**config.mk**
```make
export PLATFORM = sky130hd
export DESIGN_NAME = dualIssueFrontEnd
export DESIGN_NICKNAME = d
export VERILOG_FILES = /design/src/source/isaPkg.sv /design/src/source/pipePkg.sv /design/src/source/dualIssueFrontEnd.sv /design/src/source/fetchPc.sv /design/src/source/instDecoder.sv /design/src/source/instFifo.sv /design/src/source/issueCtrl.sv
export SDC_FILE = /design/constraint.sdc
export NUM_CORES = 1
export LEC_CHECK = 0
export ABC_CLOCK_PERIOD_IN_PS = 7300
export BUFFER_PORTS_ARGS = -buffer_cell sky130_fd_sc_hd__buf_2
export CAP_MARGIN = 30
export CORE_MARGIN = 5
export CORE_UTILIZATION = 25
export CTS_CLUSTER_DIAMETER = 50
export CTS_CLUSTER_SIZE = 40
export DETAILED_ROUTE_END_ITERATION = 12
export MAX_ROUTING_LAYER = met4
export PLACE_DENSITY = 0.43
export REMOVE_ABC_BUFFERS = 1
export SETUP_SLACK_MARGIN = 0.05
export SLEW_MARGIN = 40
export SYNTH_ARGS = -nofsm -noshare
export SYNTH_HDL_FRONTEND = slang
export SYNTH_SLANG_ARGS = --single-unit
```
**constraint.sdc**
```tcl
create_clock -name clk -period 7.3 [get_ports clk]
set_clock_uncertainty 0.05 [all_clocks]
set_input_delay 0.365 -clock clk [delete_from_list [all_inputs] [get_ports clk]]
set_output_delay 0.365 -clock clk [all_outputs]
set_load 0.005 [all_outputs]
```
**src/source/isaPkg.sv**
```systemverilog
`default_nettype none

package isaPkg;

	localparam int RegAddrWidth = 5;
	localparam int XlenWidth = 32;

	// R-format view
	typedef struct packed {
		logic [5:0] op;
		logic [RegAddrWidth-1:0] rs;
		logic [RegAddrWidth-1:0] rt;
		logic [RegAddrWidth-1:0] rd;
		logic [4:0] shamt;
		logic [5:0] funct;
	} rType_t;

	// I-format view
	typedef struct packed {
		logic [5:0] op;
		logic [RegAddrWidth-1:0] rs;
		logic [RegAddrWidth-1:0] rt;
		logic [15:0] imm;
	} iType_t;

	// one fetched word, decoded as R or I format by opcode
	typedef union packed {
		rType_t r;
		iType_t i;
	} instWord_u;

	typedef enum logic [2:0] {
		ClassAlu,
		ClassLoad,
		ClassStore,
		ClassBranch,
		ClassJump,
		ClassHilo,
		ClassPriv,
		ClassUndef
	} instClass_e;

	typedef struct packed {
		instClass_e instClass;
		logic [RegAddrWidth-1:0] dest;
		logic wrEn;
		logic [RegAddrWidth-1:0] rs;
		logic rsUsed;
		logic [RegAddrWidth-1:0] rt;
		logic rtUsed;
	} decodedInst_t;

	// primary opcodes
	localparam logic [5:0] OpSpecial = 6'h00;
	localparam logic [5:0] OpJ = 6'h02;
	localparam logic [5:0] OpJal = 6'h03;
	localparam logic [5:0] OpBeq = 6'h04;
	localparam logic [5:0] OpBne = 6'h05;
	localparam logic [5:0] OpAddiu = 6'h09;
	localparam logic [5:0] OpOri = 6'h0d;
	localparam logic [5:0] OpLui = 6'h0f;
	localparam logic [5:0] OpCop0 = 6'h10;
	localparam logic [5:0] OpLw = 6'h23;
	localparam logic [5:0] OpSw = 6'h2b;

	// SPECIAL funct codes
	localparam logic [5:0] FunctSyscall = 6'h0c;
	localparam logic [5:0] FunctMfhi = 6'h10;
	localparam logic [5:0] FunctMflo = 6'h12;
	localparam logic [5:0] FunctMult = 6'h18;
	localparam logic [5:0] FunctAddu = 6'h21;
	localparam logic [5:0] FunctSubu = 6'h23;
	localparam logic [5:0] FunctAnd = 6'h24;
	localparam logic [5:0] FunctOr = 6'h25;
	localparam logic [5:0] FunctSlt = 6'h2a;

	// COP0 rs field selects, eret sits under CO
	localparam logic [RegAddrWidth-1:0] Cop0Mt = 5'b00100;
	localparam logic [RegAddrWidth-1:0] Cop0Co = 5'b10000;
	localparam logic [5:0] FunctEret = 6'h18;

endpackage

`default_nettype wire

```
**src/source/pipePkg.sv**
```systemverilog
`default_nettype none

package pipePkg;

	// one buffered instruction with its fetch address
	typedef struct packed {
		logic [isaPkg::XlenWidth-1:0] pc;
		isaPkg::instWord_u inst;
	} fifoEntry_t;

	// one lane of the registered issue bundle
	typedef struct packed {
		logic valid;
		logic [isaPkg::XlenWidth-1:0] pc;
		isaPkg::instWord_u inst;
		isaPkg::decodedInst_t dec;
	} issueSlot_t;

endpackage

`default_nettype wire

```
**src/source/dualIssueFrontEnd.sv**
```systemverilog
`timescale 1ns/10ps
`default_nettype none

module dualIssueFrontEnd #(
	parameter int unsigned FifoDepth = 8,
	parameter logic [isaPkg::XlenWidth-1:0] ResetPc = '0
) (
	input wire logic clk,
	input wire logic rst_i,
	input wire logic instOk1_i,
	input wire logic instOk2_i,
	input wire isaPkg::instWord_u instRdata1_i,
	input wire isaPkg::instWord_u instRdata2_i,
	input wire logic stall_i,
	output logic instSramEn_o,
	output logic [isaPkg::XlenWidth-1:0] fetchPc_o,
	output pipePkg::issueSlot_t issueMaster_o,
	output pipePkg::issueSlot_t issueSlave_o
);

	logic fifoFull;
	logic fifoEmpty;
	logic fifoOneLeft;
	logic rdMaster;
	logic rdSlave;
	pipePkg::fifoEntry_t headMaster;
	pipePkg::fifoEntry_t headSlave;
	isaPkg::decodedInst_t decMaster;
	isaPkg::decodedInst_t decSlave;

	fetchPc #(
		.ResetPc(ResetPc)
	) i_fetchPc (
		.clk(clk),
		.rst_i(rst_i),
		.fifoFull_i(fifoFull),
		.instOk1_i(instOk1_i),
		.instOk2_i(instOk2_i),
		.instSramEn_o(instSramEn_o),
		.fetchPc_o(fetchPc_o)
	);

	// memory only answers while fetch is enabled
	instFifo #(
		.FifoDepth(FifoDepth)
	) i_instFifo (
		.clk(clk),
		.rst_i(rst_i),
		.wrEn1_i(instOk1_i),
		.wrEn2_i(instOk2_i),
		.wrPc_i(fetchPc_o),
		.wrData1_i(instRdata1_i),
		.wrData2_i(instRdata2_i),
		.rdMaster_i(rdMaster),
		.rdSlave_i(rdSlave),
		.headMaster_o(headMaster),
		.headSlave_o(headSlave),
		.empty_o(fifoEmpty),
		.oneLeft_o(fifoOneLeft),
		.full_o(fifoFull)
	);

	instDecoder i_decMaster (
		.inst_i(headMaster.inst),
		.decoded_o(decMaster)
	);

	instDecoder i_decSlave (
		.inst_i(headSlave.inst),
		.decoded_o(decSlave)
	);

	issueCtrl i_issueCtrl (
		.clk(clk),
		.rst_i(rst_i),
		.stall_i(stall_i),
		.headMaster_i(headMaster),
		.headSlave_i(headSlave),
		.decMaster_i(decMaster),
		.decSlave_i(decSlave),
		.empty_i(fifoEmpty),
		.oneLeft_i(fifoOneLeft),
		.rdMaster_o(rdMaster),
		.rdSlave_o(rdSlave),
		.issueMaster_o(issueMaster_o),
		.issueSlave_o(issueSlave_o)
	);

endmodule

`default_nettype wire

```
**src/source/fetchPc.sv**
```systemverilog
`timescale 1ns/10ps
`default_nettype none

module fetchPc #(
	parameter logic [isaPkg::XlenWidth-1:0] ResetPc = '0
) (
	input wire logic clk,
	input wire logic rst_i,
	input wire logic fifoFull_i,
	input wire logic instOk1_i,
	input wire logic instOk2_i,
	output logic instSramEn_o,
	output logic [isaPkg::XlenWidth-1:0] fetchPc_o
);

	// fetch only while the buffer can take a full pair
	assign instSramEn_o = ~fifoFull_i;

	always_ff @(posedge clk) begin
		if (rst_i) begin
			fetchPc_o <= ResetPc;
		end else if (instSramEn_o && instOk1_i) begin
			// skip one or two words
			fetchPc_o <= fetchPc_o + (instOk2_i ? 32'd8 : 32'd4);
		end
	end

	// second word may only come along with the first
	assert property (@(posedge clk) disable iff (rst_i)
		instOk2_i |-> instOk1_i);

endmodule

`default_nettype wire

```
**src/source/instDecoder.sv**
```systemverilog
`timescale 1ns/10ps
`default_nettype none

module instDecoder (
	input wire isaPkg::instWord_u inst_i,
	output isaPkg::decodedInst_t decoded_o
);

	always_comb begin
		decoded_o = '0;
		decoded_o.instClass = isaPkg::ClassUndef;
		decoded_o.rs = inst_i.r.rs;
		decoded_o.rt = inst_i.r.rt;
		case (inst_i.r.op)
			isaPkg::OpSpecial: begin
				case (inst_i.r.funct)
					isaPkg::FunctAddu, isaPkg::FunctSubu, isaPkg::FunctAnd,
					isaPkg::FunctOr, isaPkg::FunctSlt: begin
						decoded_o.instClass = isaPkg::ClassAlu;
						decoded_o.dest = inst_i.r.rd;
						decoded_o.wrEn = 1'b1;
						decoded_o.rsUsed = 1'b1;
						decoded_o.rtUsed = 1'b1;
					end
					// result goes to HI/LO, not the register file
					isaPkg::FunctMult: begin
						decoded_o.instClass = isaPkg::ClassHilo;
						decoded_o.rsUsed = 1'b1;
						decoded_o.rtUsed = 1'b1;
					end
					isaPkg::FunctMfhi, isaPkg::FunctMflo: begin
						decoded_o.instClass = isaPkg::ClassHilo;
						decoded_o.dest = inst_i.r.rd;
						decoded_o.wrEn = 1'b1;
					end
					isaPkg::FunctSyscall: begin
						decoded_o.instClass = isaPkg::ClassPriv;
					end
					default: begin
						decoded_o.instClass = isaPkg::ClassUndef;
					end
				endcase
			end
			isaPkg::OpAddiu, isaPkg::OpOri: begin
				decoded_o.instClass = isaPkg::ClassAlu;
				decoded_o.rs = inst_i.i.rs;
				decoded_o.dest = inst_i.i.rt;
				decoded_o.wrEn = 1'b1;
				decoded_o.rsUsed = 1'b1;
			end
			isaPkg::OpLui: begin
				decoded_o.instClass = isaPkg::ClassAlu;
				decoded_o.dest = inst_i.i.rt;
				decoded_o.wrEn = 1'b1;
			end
			isaPkg::OpLw: begin
				decoded_o.instClass = isaPkg::ClassLoad;
				decoded_o.rs = inst_i.i.rs;
				decoded_o.dest = inst_i.i.rt;
				decoded_o.wrEn = 1'b1;
				decoded_o.rsUsed = 1'b1;
			end
			isaPkg::OpSw, isaPkg::OpBeq, isaPkg::OpBne: begin
				decoded_o.instClass = (inst_i.i.op == isaPkg::OpSw) ?
					isaPkg::ClassStore : isaPkg::ClassBranch;
				decoded_o.rs = inst_i.i.rs;
				decoded_o.rt = inst_i.i.rt;
				decoded_o.rsUsed = 1'b1;
				decoded_o.rtUsed = 1'b1;
			end
			isaPkg::OpJ: begin
				decoded_o.instClass = isaPkg::ClassJump;
			end
			isaPkg::OpJal: begin
				decoded_o.instClass = isaPkg::ClassJump;
				// link register r31
				decoded_o.dest = '1;
				decoded_o.wrEn = 1'b1;
			end
			isaPkg::OpCop0: begin
				if (inst_i.r.rs == isaPkg::Cop0Mt) begin
					decoded_o.instClass = isaPkg::ClassPriv;
					decoded_o.rtUsed = 1'b1;
				end else if (inst_i.r.rs == isaPkg::Cop0Co &&
						inst_i.r.funct == isaPkg::FunctEret) begin
					decoded_o.instClass = isaPkg::ClassPriv;
				end
			end
			default: begin
				decoded_o.instClass = isaPkg::ClassUndef;
			end
		endcase
	end

endmodule

`default_nettype wire

```
**src/source/instFifo.sv**
```systemverilog
`timescale 1ns/10ps
`default_nettype none

module instFifo #(
	parameter int unsigned FifoDepth = 8
) (
	input wire logic clk,
	input wire logic rst_i,
	input wire logic wrEn1_i,
	input wire logic wrEn2_i,
	input wire logic [isaPkg::XlenWidth-1:0] wrPc_i,
	input wire isaPkg::instWord_u wrData1_i,
	input wire isaPkg::instWord_u wrData2_i,
	input wire logic rdMaster_i,
	input wire logic rdSlave_i,
	output pipePkg::fifoEntry_t headMaster_o,
	output pipePkg::fifoEntry_t headSlave_o,
	output logic empty_o,
	output logic oneLeft_o,
	output logic full_o
);

	localparam int PtrWidth = $clog2(FifoDepth);
	localparam int CntWidth = PtrWidth + 1;

	pipePkg::fifoEntry_t mem [FifoDepth];
	logic [PtrWidth-1:0] head;
	logic [PtrWidth-1:0] tail;
	logic [CntWidth-1:0] count;
	logic [1:0] wrCount;
	logic [1:0] rdCount;

	assign wrCount = {1'b0, wrEn1_i} + {1'b0, wrEn2_i};
	assign rdCount = {1'b0, rdMaster_i} + {1'b0, rdSlave_i};

	always_ff @(posedge clk) begin
		if (wrEn1_i) begin
			mem[tail] <= '{pc: wrPc_i, inst: wrData1_i};
		end
		// second word lives one word after the first
		if (wrEn2_i) begin
			mem[tail + PtrWidth'(1)] <= '{pc: wrPc_i + 32'd4, inst: wrData2_i};
		end
	end

	always_ff @(posedge clk) begin
		if (rst_i) begin
			head <= '0;
			tail <= '0;
			count <= '0;
		end else begin
			head <= head + PtrWidth'(rdCount);
			tail <= tail + PtrWidth'(wrCount);
			count <= count + CntWidth'(wrCount) - CntWidth'(rdCount);
		end
	end

	// two oldest entries, slave is only meaningful with two or more
	assign headMaster_o = mem[head];
	assign headSlave_o = mem[head + PtrWidth'(1)];

	assign empty_o = (count == '0);
	assign oneLeft_o = (count == CntWidth'(1));
	// full means no room for a whole pair
	assign full_o = (count > CntWidth'(FifoDepth - 2));

	assert property (@(posedge clk) disable iff (rst_i)
		wrEn1_i |-> !full_o);

	assert property (@(posedge clk) disable iff (rst_i)
		(rdSlave_i |-> rdMaster_i) and (CntWidth'(rdCount) <= count));

endmodule

`default_nettype wire

```
**src/source/issueCtrl.sv**
```systemverilog
`timescale 1ns/10ps
`default_nettype none

module issueCtrl (
	input wire logic clk,
	input wire logic rst_i,
	input wire logic stall_i,
	input wire pipePkg::fifoEntry_t headMaster_i,
	input wire pipePkg::fifoEntry_t headSlave_i,
	input wire isaPkg::decodedInst_t decMaster_i,
	input wire isaPkg::decodedInst_t decSlave_i,
	input wire logic empty_i,
	input wire logic oneLeft_i,
	output logic rdMaster_o,
	output logic rdSlave_o,
	output pipePkg::issueSlot_t issueMaster_o,
	output pipePkg::issueSlot_t issueSlave_o
);

	logic masterValidQ;
	logic slaveValidQ;
	pipePkg::fifoEntry_t masterEntryQ;
	pipePkg::fifoEntry_t slaveEntryQ;
	isaPkg::decodedInst_t masterDecQ;
	isaPkg::decodedInst_t slaveDecQ;
	logic eitherSerial;
	logic slaveFlow;
	logic slaveMem;
	logic bothHilo;
	logic rawHazard;

	// priv and undefined words always go out alone
	assign eitherSerial =
		decMaster_i.instClass inside {isaPkg::ClassPriv, isaPkg::ClassUndef} ||
		decSlave_i.instClass inside {isaPkg::ClassPriv, isaPkg::ClassUndef};
	assign slaveFlow = decSlave_i.instClass inside {isaPkg::ClassBranch, isaPkg::ClassJump};
	assign slaveMem = decSlave_i.instClass inside {isaPkg::ClassLoad, isaPkg::ClassStore};
	assign bothHilo = (decMaster_i.instClass == isaPkg::ClassHilo) &&
		(decSlave_i.instClass == isaPkg::ClassHilo);

	// slave reads what master writes in the same bundle
	assign rawHazard = decMaster_i.wrEn && (decMaster_i.dest != '0) &&
		((decSlave_i.rsUsed && decSlave_i.rs == decMaster_i.dest) ||
		(decSlave_i.rtUsed && decSlave_i.rt == decMaster_i.dest));

	assign rdMaster_o = !stall_i && !empty_i;
	assign rdSlave_o = rdMaster_o && !oneLeft_i && !eitherSerial && !slaveFlow &&
		!slaveMem && !bothHilo && !rawHazard;

	always_ff @(posedge clk) begin
		if (rst_i) begin
			masterValidQ <= 1'b0;
			slaveValidQ <= 1'b0;
		end else if (!stall_i) begin
			masterValidQ <= rdMaster_o;
			slaveValidQ <= rdSlave_o;
		end
	end

	always_ff @(posedge clk) begin
		if (!stall_i) begin
			masterEntryQ <= headMaster_i;
			slaveEntryQ <= headSlave_i;
			masterDecQ <= decMaster_i;
			slaveDecQ <= decSlave_i;
		end
	end

	assign issueMaster_o = '{valid: masterValidQ, pc: masterEntryQ.pc,
		inst: masterEntryQ.inst, dec: masterDecQ};
	assign issueSlave_o = '{valid: slaveValidQ, pc: slaveEntryQ.pc,
		inst: slaveEntryQ.inst, dec: slaveDecQ};

	// slave is the word right after master in program order
	assert property (@(posedge clk) disable iff (rst_i)
		issueSlave_o.valid |-> issueMaster_o.valid &&
		issueSlave_o.pc == issueMaster_o.pc + 32'd4);

endmodule

`default_nettype wire

```
==> impl_metrics.json <==
{
  "final_common_cell": "nand2_1",
  "worst_pin_slew_ps": 860,
  "cts_root_buffer": "clkbuf_16",
  "maxCapViolations": 0,
  "grt_max_degree": 114,
  "fin_nets": 3650,
  "finalCritPeriodShare_pct": 86.4,
  "vias": 27300,
  "finalWirelength_mm": 144,
  "power.static_leakage_nw": 17.1,
  "r2r_end": "i_instFifo.count[3]",
  "powerDensity_nw_per_um2": 358,
  "cts_buffer_depth": 3,
  "slew_headroom_pct": 42.7,
  "syn_inst": 3321,
  "syn_area_um2": 38400,
  "cts_tree": "done",
  "synth-edff-count": 642,
  "dpl_worst_slack_ps": 1080,
  "hpwl_mm": 90.7,
  "drcViolationCount": 0,
  "coreArea_um2": 152000,
  "finalHoldViolations": 0,
  "cp_data_arrival_time_ps": 6870,
  "clk_pin_slew_ps": 60,
  "syn_avg_cell_area_um2": 11.6,
  "antenna_found_initial": 14,
  "dieArea_um2": 162000,
  "min_to": "i_instFifo.mem[1][28]",
  "required_ps": 7860,
  "dr.first_iter.drc_count": 2316,
  "fin_ws_ps": 995,
  "layout_min_cycle_time_ps": 6300,
  "place_congestion": 0.860,
  "r2r_start": "i_instFifo.head[2]",
  "rrSetupSlack_ps": 1000,
  "critPathKind": "register to register",
  "cts_buffers": 110,
  "clk_latency_ps": 740,
  "synthFlopType": "edfxtp_1",
  "hp-class": "input pin to register",
  "viasPerCell": 4.80,
  "reg2regPathDepth": 18,
  "vdd_ir_drop_max_mv": 0.207,
  "synth-seq-cells": 684,
  "crit_path_start_kind": "register",
  "whs_path_depth": 3,
  "rsz0062_at_grt": "no",
  "grt_use_total_pct": 17.9,
  "port_buffers": 267,
  "ys_warn_count": 0,
  "hold_buffers": 97,
  "routedWlPerCell_um": 25.2,
  "mostFrequentLayoutCells": "1097 x nand2_1, 642 x edfxtp_1, 267 x buf_2, 235 x mux4_2, 165 x nor2_1",
  "cts_setup_buffers": 0,
  "synthToLayoutAreaGrowth_pct": 21.2,
  "status": "complete, no violations",
  "final_core_util_pct": 30.5,
  "grt_pass1_vias": 27400,
  "placed_area_um2": 41700,
  "first_pass_iters": 5,
  "rows": 143,
  "critPathMaxFanout": 47,
  "max_freq_ghz": 0.159,
  "die_w_um": 402,
  "grt_first_pass_wirelength_mm": 205,
  "initial_core_util_pct": 25.2,
  "min_from": "instRdata1_i[28]",
  "cts_resized": 0,
  "overflow": 0,
  "async_reset_ff_share_pct": 0,
  "finalPower_w": 0.0167,
  "report.final.slew_viol_count": 0,
  "final_area_um2": 46600,
  "ant_nets": 0,
  "die_h_um": 402,
  "setup_viol": 0,
  "cts.sinks": 684,
  "end_kind": "register",
  "ys_seq_area_share_pct": 52.4,
  "synth_cell_types": 91,
  "io_pins": 274,
  "layout-drive-gt1-share_pct": 25.0,
  "h-tree-depth": 3
}
[critical path: stages, from the launching register on]
cell	delay [ps]
dfxtp_4	830
buf_4	700
mux4_2	400
mux2i_1	430
nand2_1	180
a2111oi_4	440
o21ai_2	260
o21ai_0	440
o221ai_1	190
o32ai_2	310
a21oi_1	130
ha_1	280
fa_1	600
inv_1	60
ha_1	290
a21o_1	180
a21oi_1	170
xnor2_1	140
nor2_1	50
[through the flow]
step	TNS, ps	hold slack, ps	std cells
5_1_grt	0	45.1	5697
3_5_place_dp	0	545	5378
6_report	0	56.7	5698
4_1_cts	0	3.89	5685
3_3_place_gp	0	529	5369
2_1_floorplan	-683380	382	3016
[power by group]
part	internal (W)	switching, W
registers	0.00511	0.000344
logic	0.00242	0.00343
clock network	0.00315	0.00221
[layout make-up]
class	instances	area [um^2]
Fill cell	15400	106000
Timing Repair Buffer	433	3090
Multi-Input combinational cell	2277	16800
Clock inverter	93	985
Tap cell	2030	2540
Sequential cell	684	20100
Clock buffer	117	2800
Inverter	55	213
Antenna cell	9	22.5
[state kept, by name, indices dropped and copies added (netlist names)]
register and cells:
i_issueCtrl.issueMaster_o 73, i_instFifo.mem 496, i_instFifo.head 3, i_issueCtrl.issueSlave_o 73
i_instFifo.count 4, i_issueCtrl.masterValidQ 1, i_instFifo.tail 3, i_fetchPc.fetchPc_o 30
i_issueCtrl.slaveValidQ 1
[synthesized netlist by cell type, types with 8 or more instances]
master | n | area, um^2
nand2_1 | 1099 | 4130
edfxtp_1 | 642 | 19300
mux4_2 | 235 | 5290
nor2_1 | 169 | 634
xnor2_1 | 150 | 1310
clkbuf_1 | 125 | 469
xor2_1 | 94 | 823
mux2_2 | 64 | 721
buf_4 | 58 | 435
mux2i_1 | 57 | 571
o21ai_0 | 57 | 285
buf_1 | 47 | 176
inv_1 | 45 | 169
dfxtp_1 | 42 | 841
nor3_1 | 36 | 180
buf_2 | 35 | 175
clkbuf_2 | 33 | 165
nand3_1 | 33 | 165
a21oi_1 | 28 | 140
nand2b_1 | 18 | 113
nand4_1 | 16 | 100
nor2b_1 | 16 | 100
ha_1 | 15 | 188
a22oi_1 | 13 | 97.6
o211ai_1 | 13 | 97.6
and2_1 | 11 | 68.8
buf_6 | 9 | 101
inv_2 | 9 | 33.8
o22ai_1 | 9 | 56.3
or3_1 | 9 | 56.3
and3_1 | 8 | 50.1
[routing by layer]
metal | GRT usage, % | part of all wire, % | up-vias
met5 | - | 0 | -
met2 | 28.8 | 48 | 941
met4 | 4.67 | 2.3 | 0
li1 | - | - | 12200
met1 | 23.8 | 44 | 13900
met3 | 2.64 | 5.7 | 210
[worst max-delay path by stage]
stage	from	end	slack, ps	cells after the start
after floorplan	i_instFifo.head[0]	i_instFifo.count[3]	-9210	19
after global placement	i_instFifo.head[2]	i_instFifo.count[3]	1050	18
after detailed placement	i_instFifo.head[0]	i_instFifo.count[3]	1080	18
after CTS	i_instFifo.head[2]	i_instFifo.count[3]	1050	18
after global routing	i_instFifo.head[2]	i_instFifo.count[3]	670	18
final	i_instFifo.head[2]	i_instFifo.count[3]	1000	18
[kinds of logic (layout without fill, tap and decap cells)]
family                   after synthesis  count (layout)  synth area share [%]
AO/OA/AOI/OAI                        185             185                  3.26
adder cells (fa/ha/maj)               20              20                 0.749
other                                  1              15               0.00976
multiplexers                         375             375                  18.1
buffers and inverters                365             698                  4.66
flip-flops                           684             684                  52.4
XOR/XNOR                             245             245                  5.60
AND/OR/NAND/NOR                     1446            1446                  15.3
Note: power is estimated with default switching activity, not from simulation.
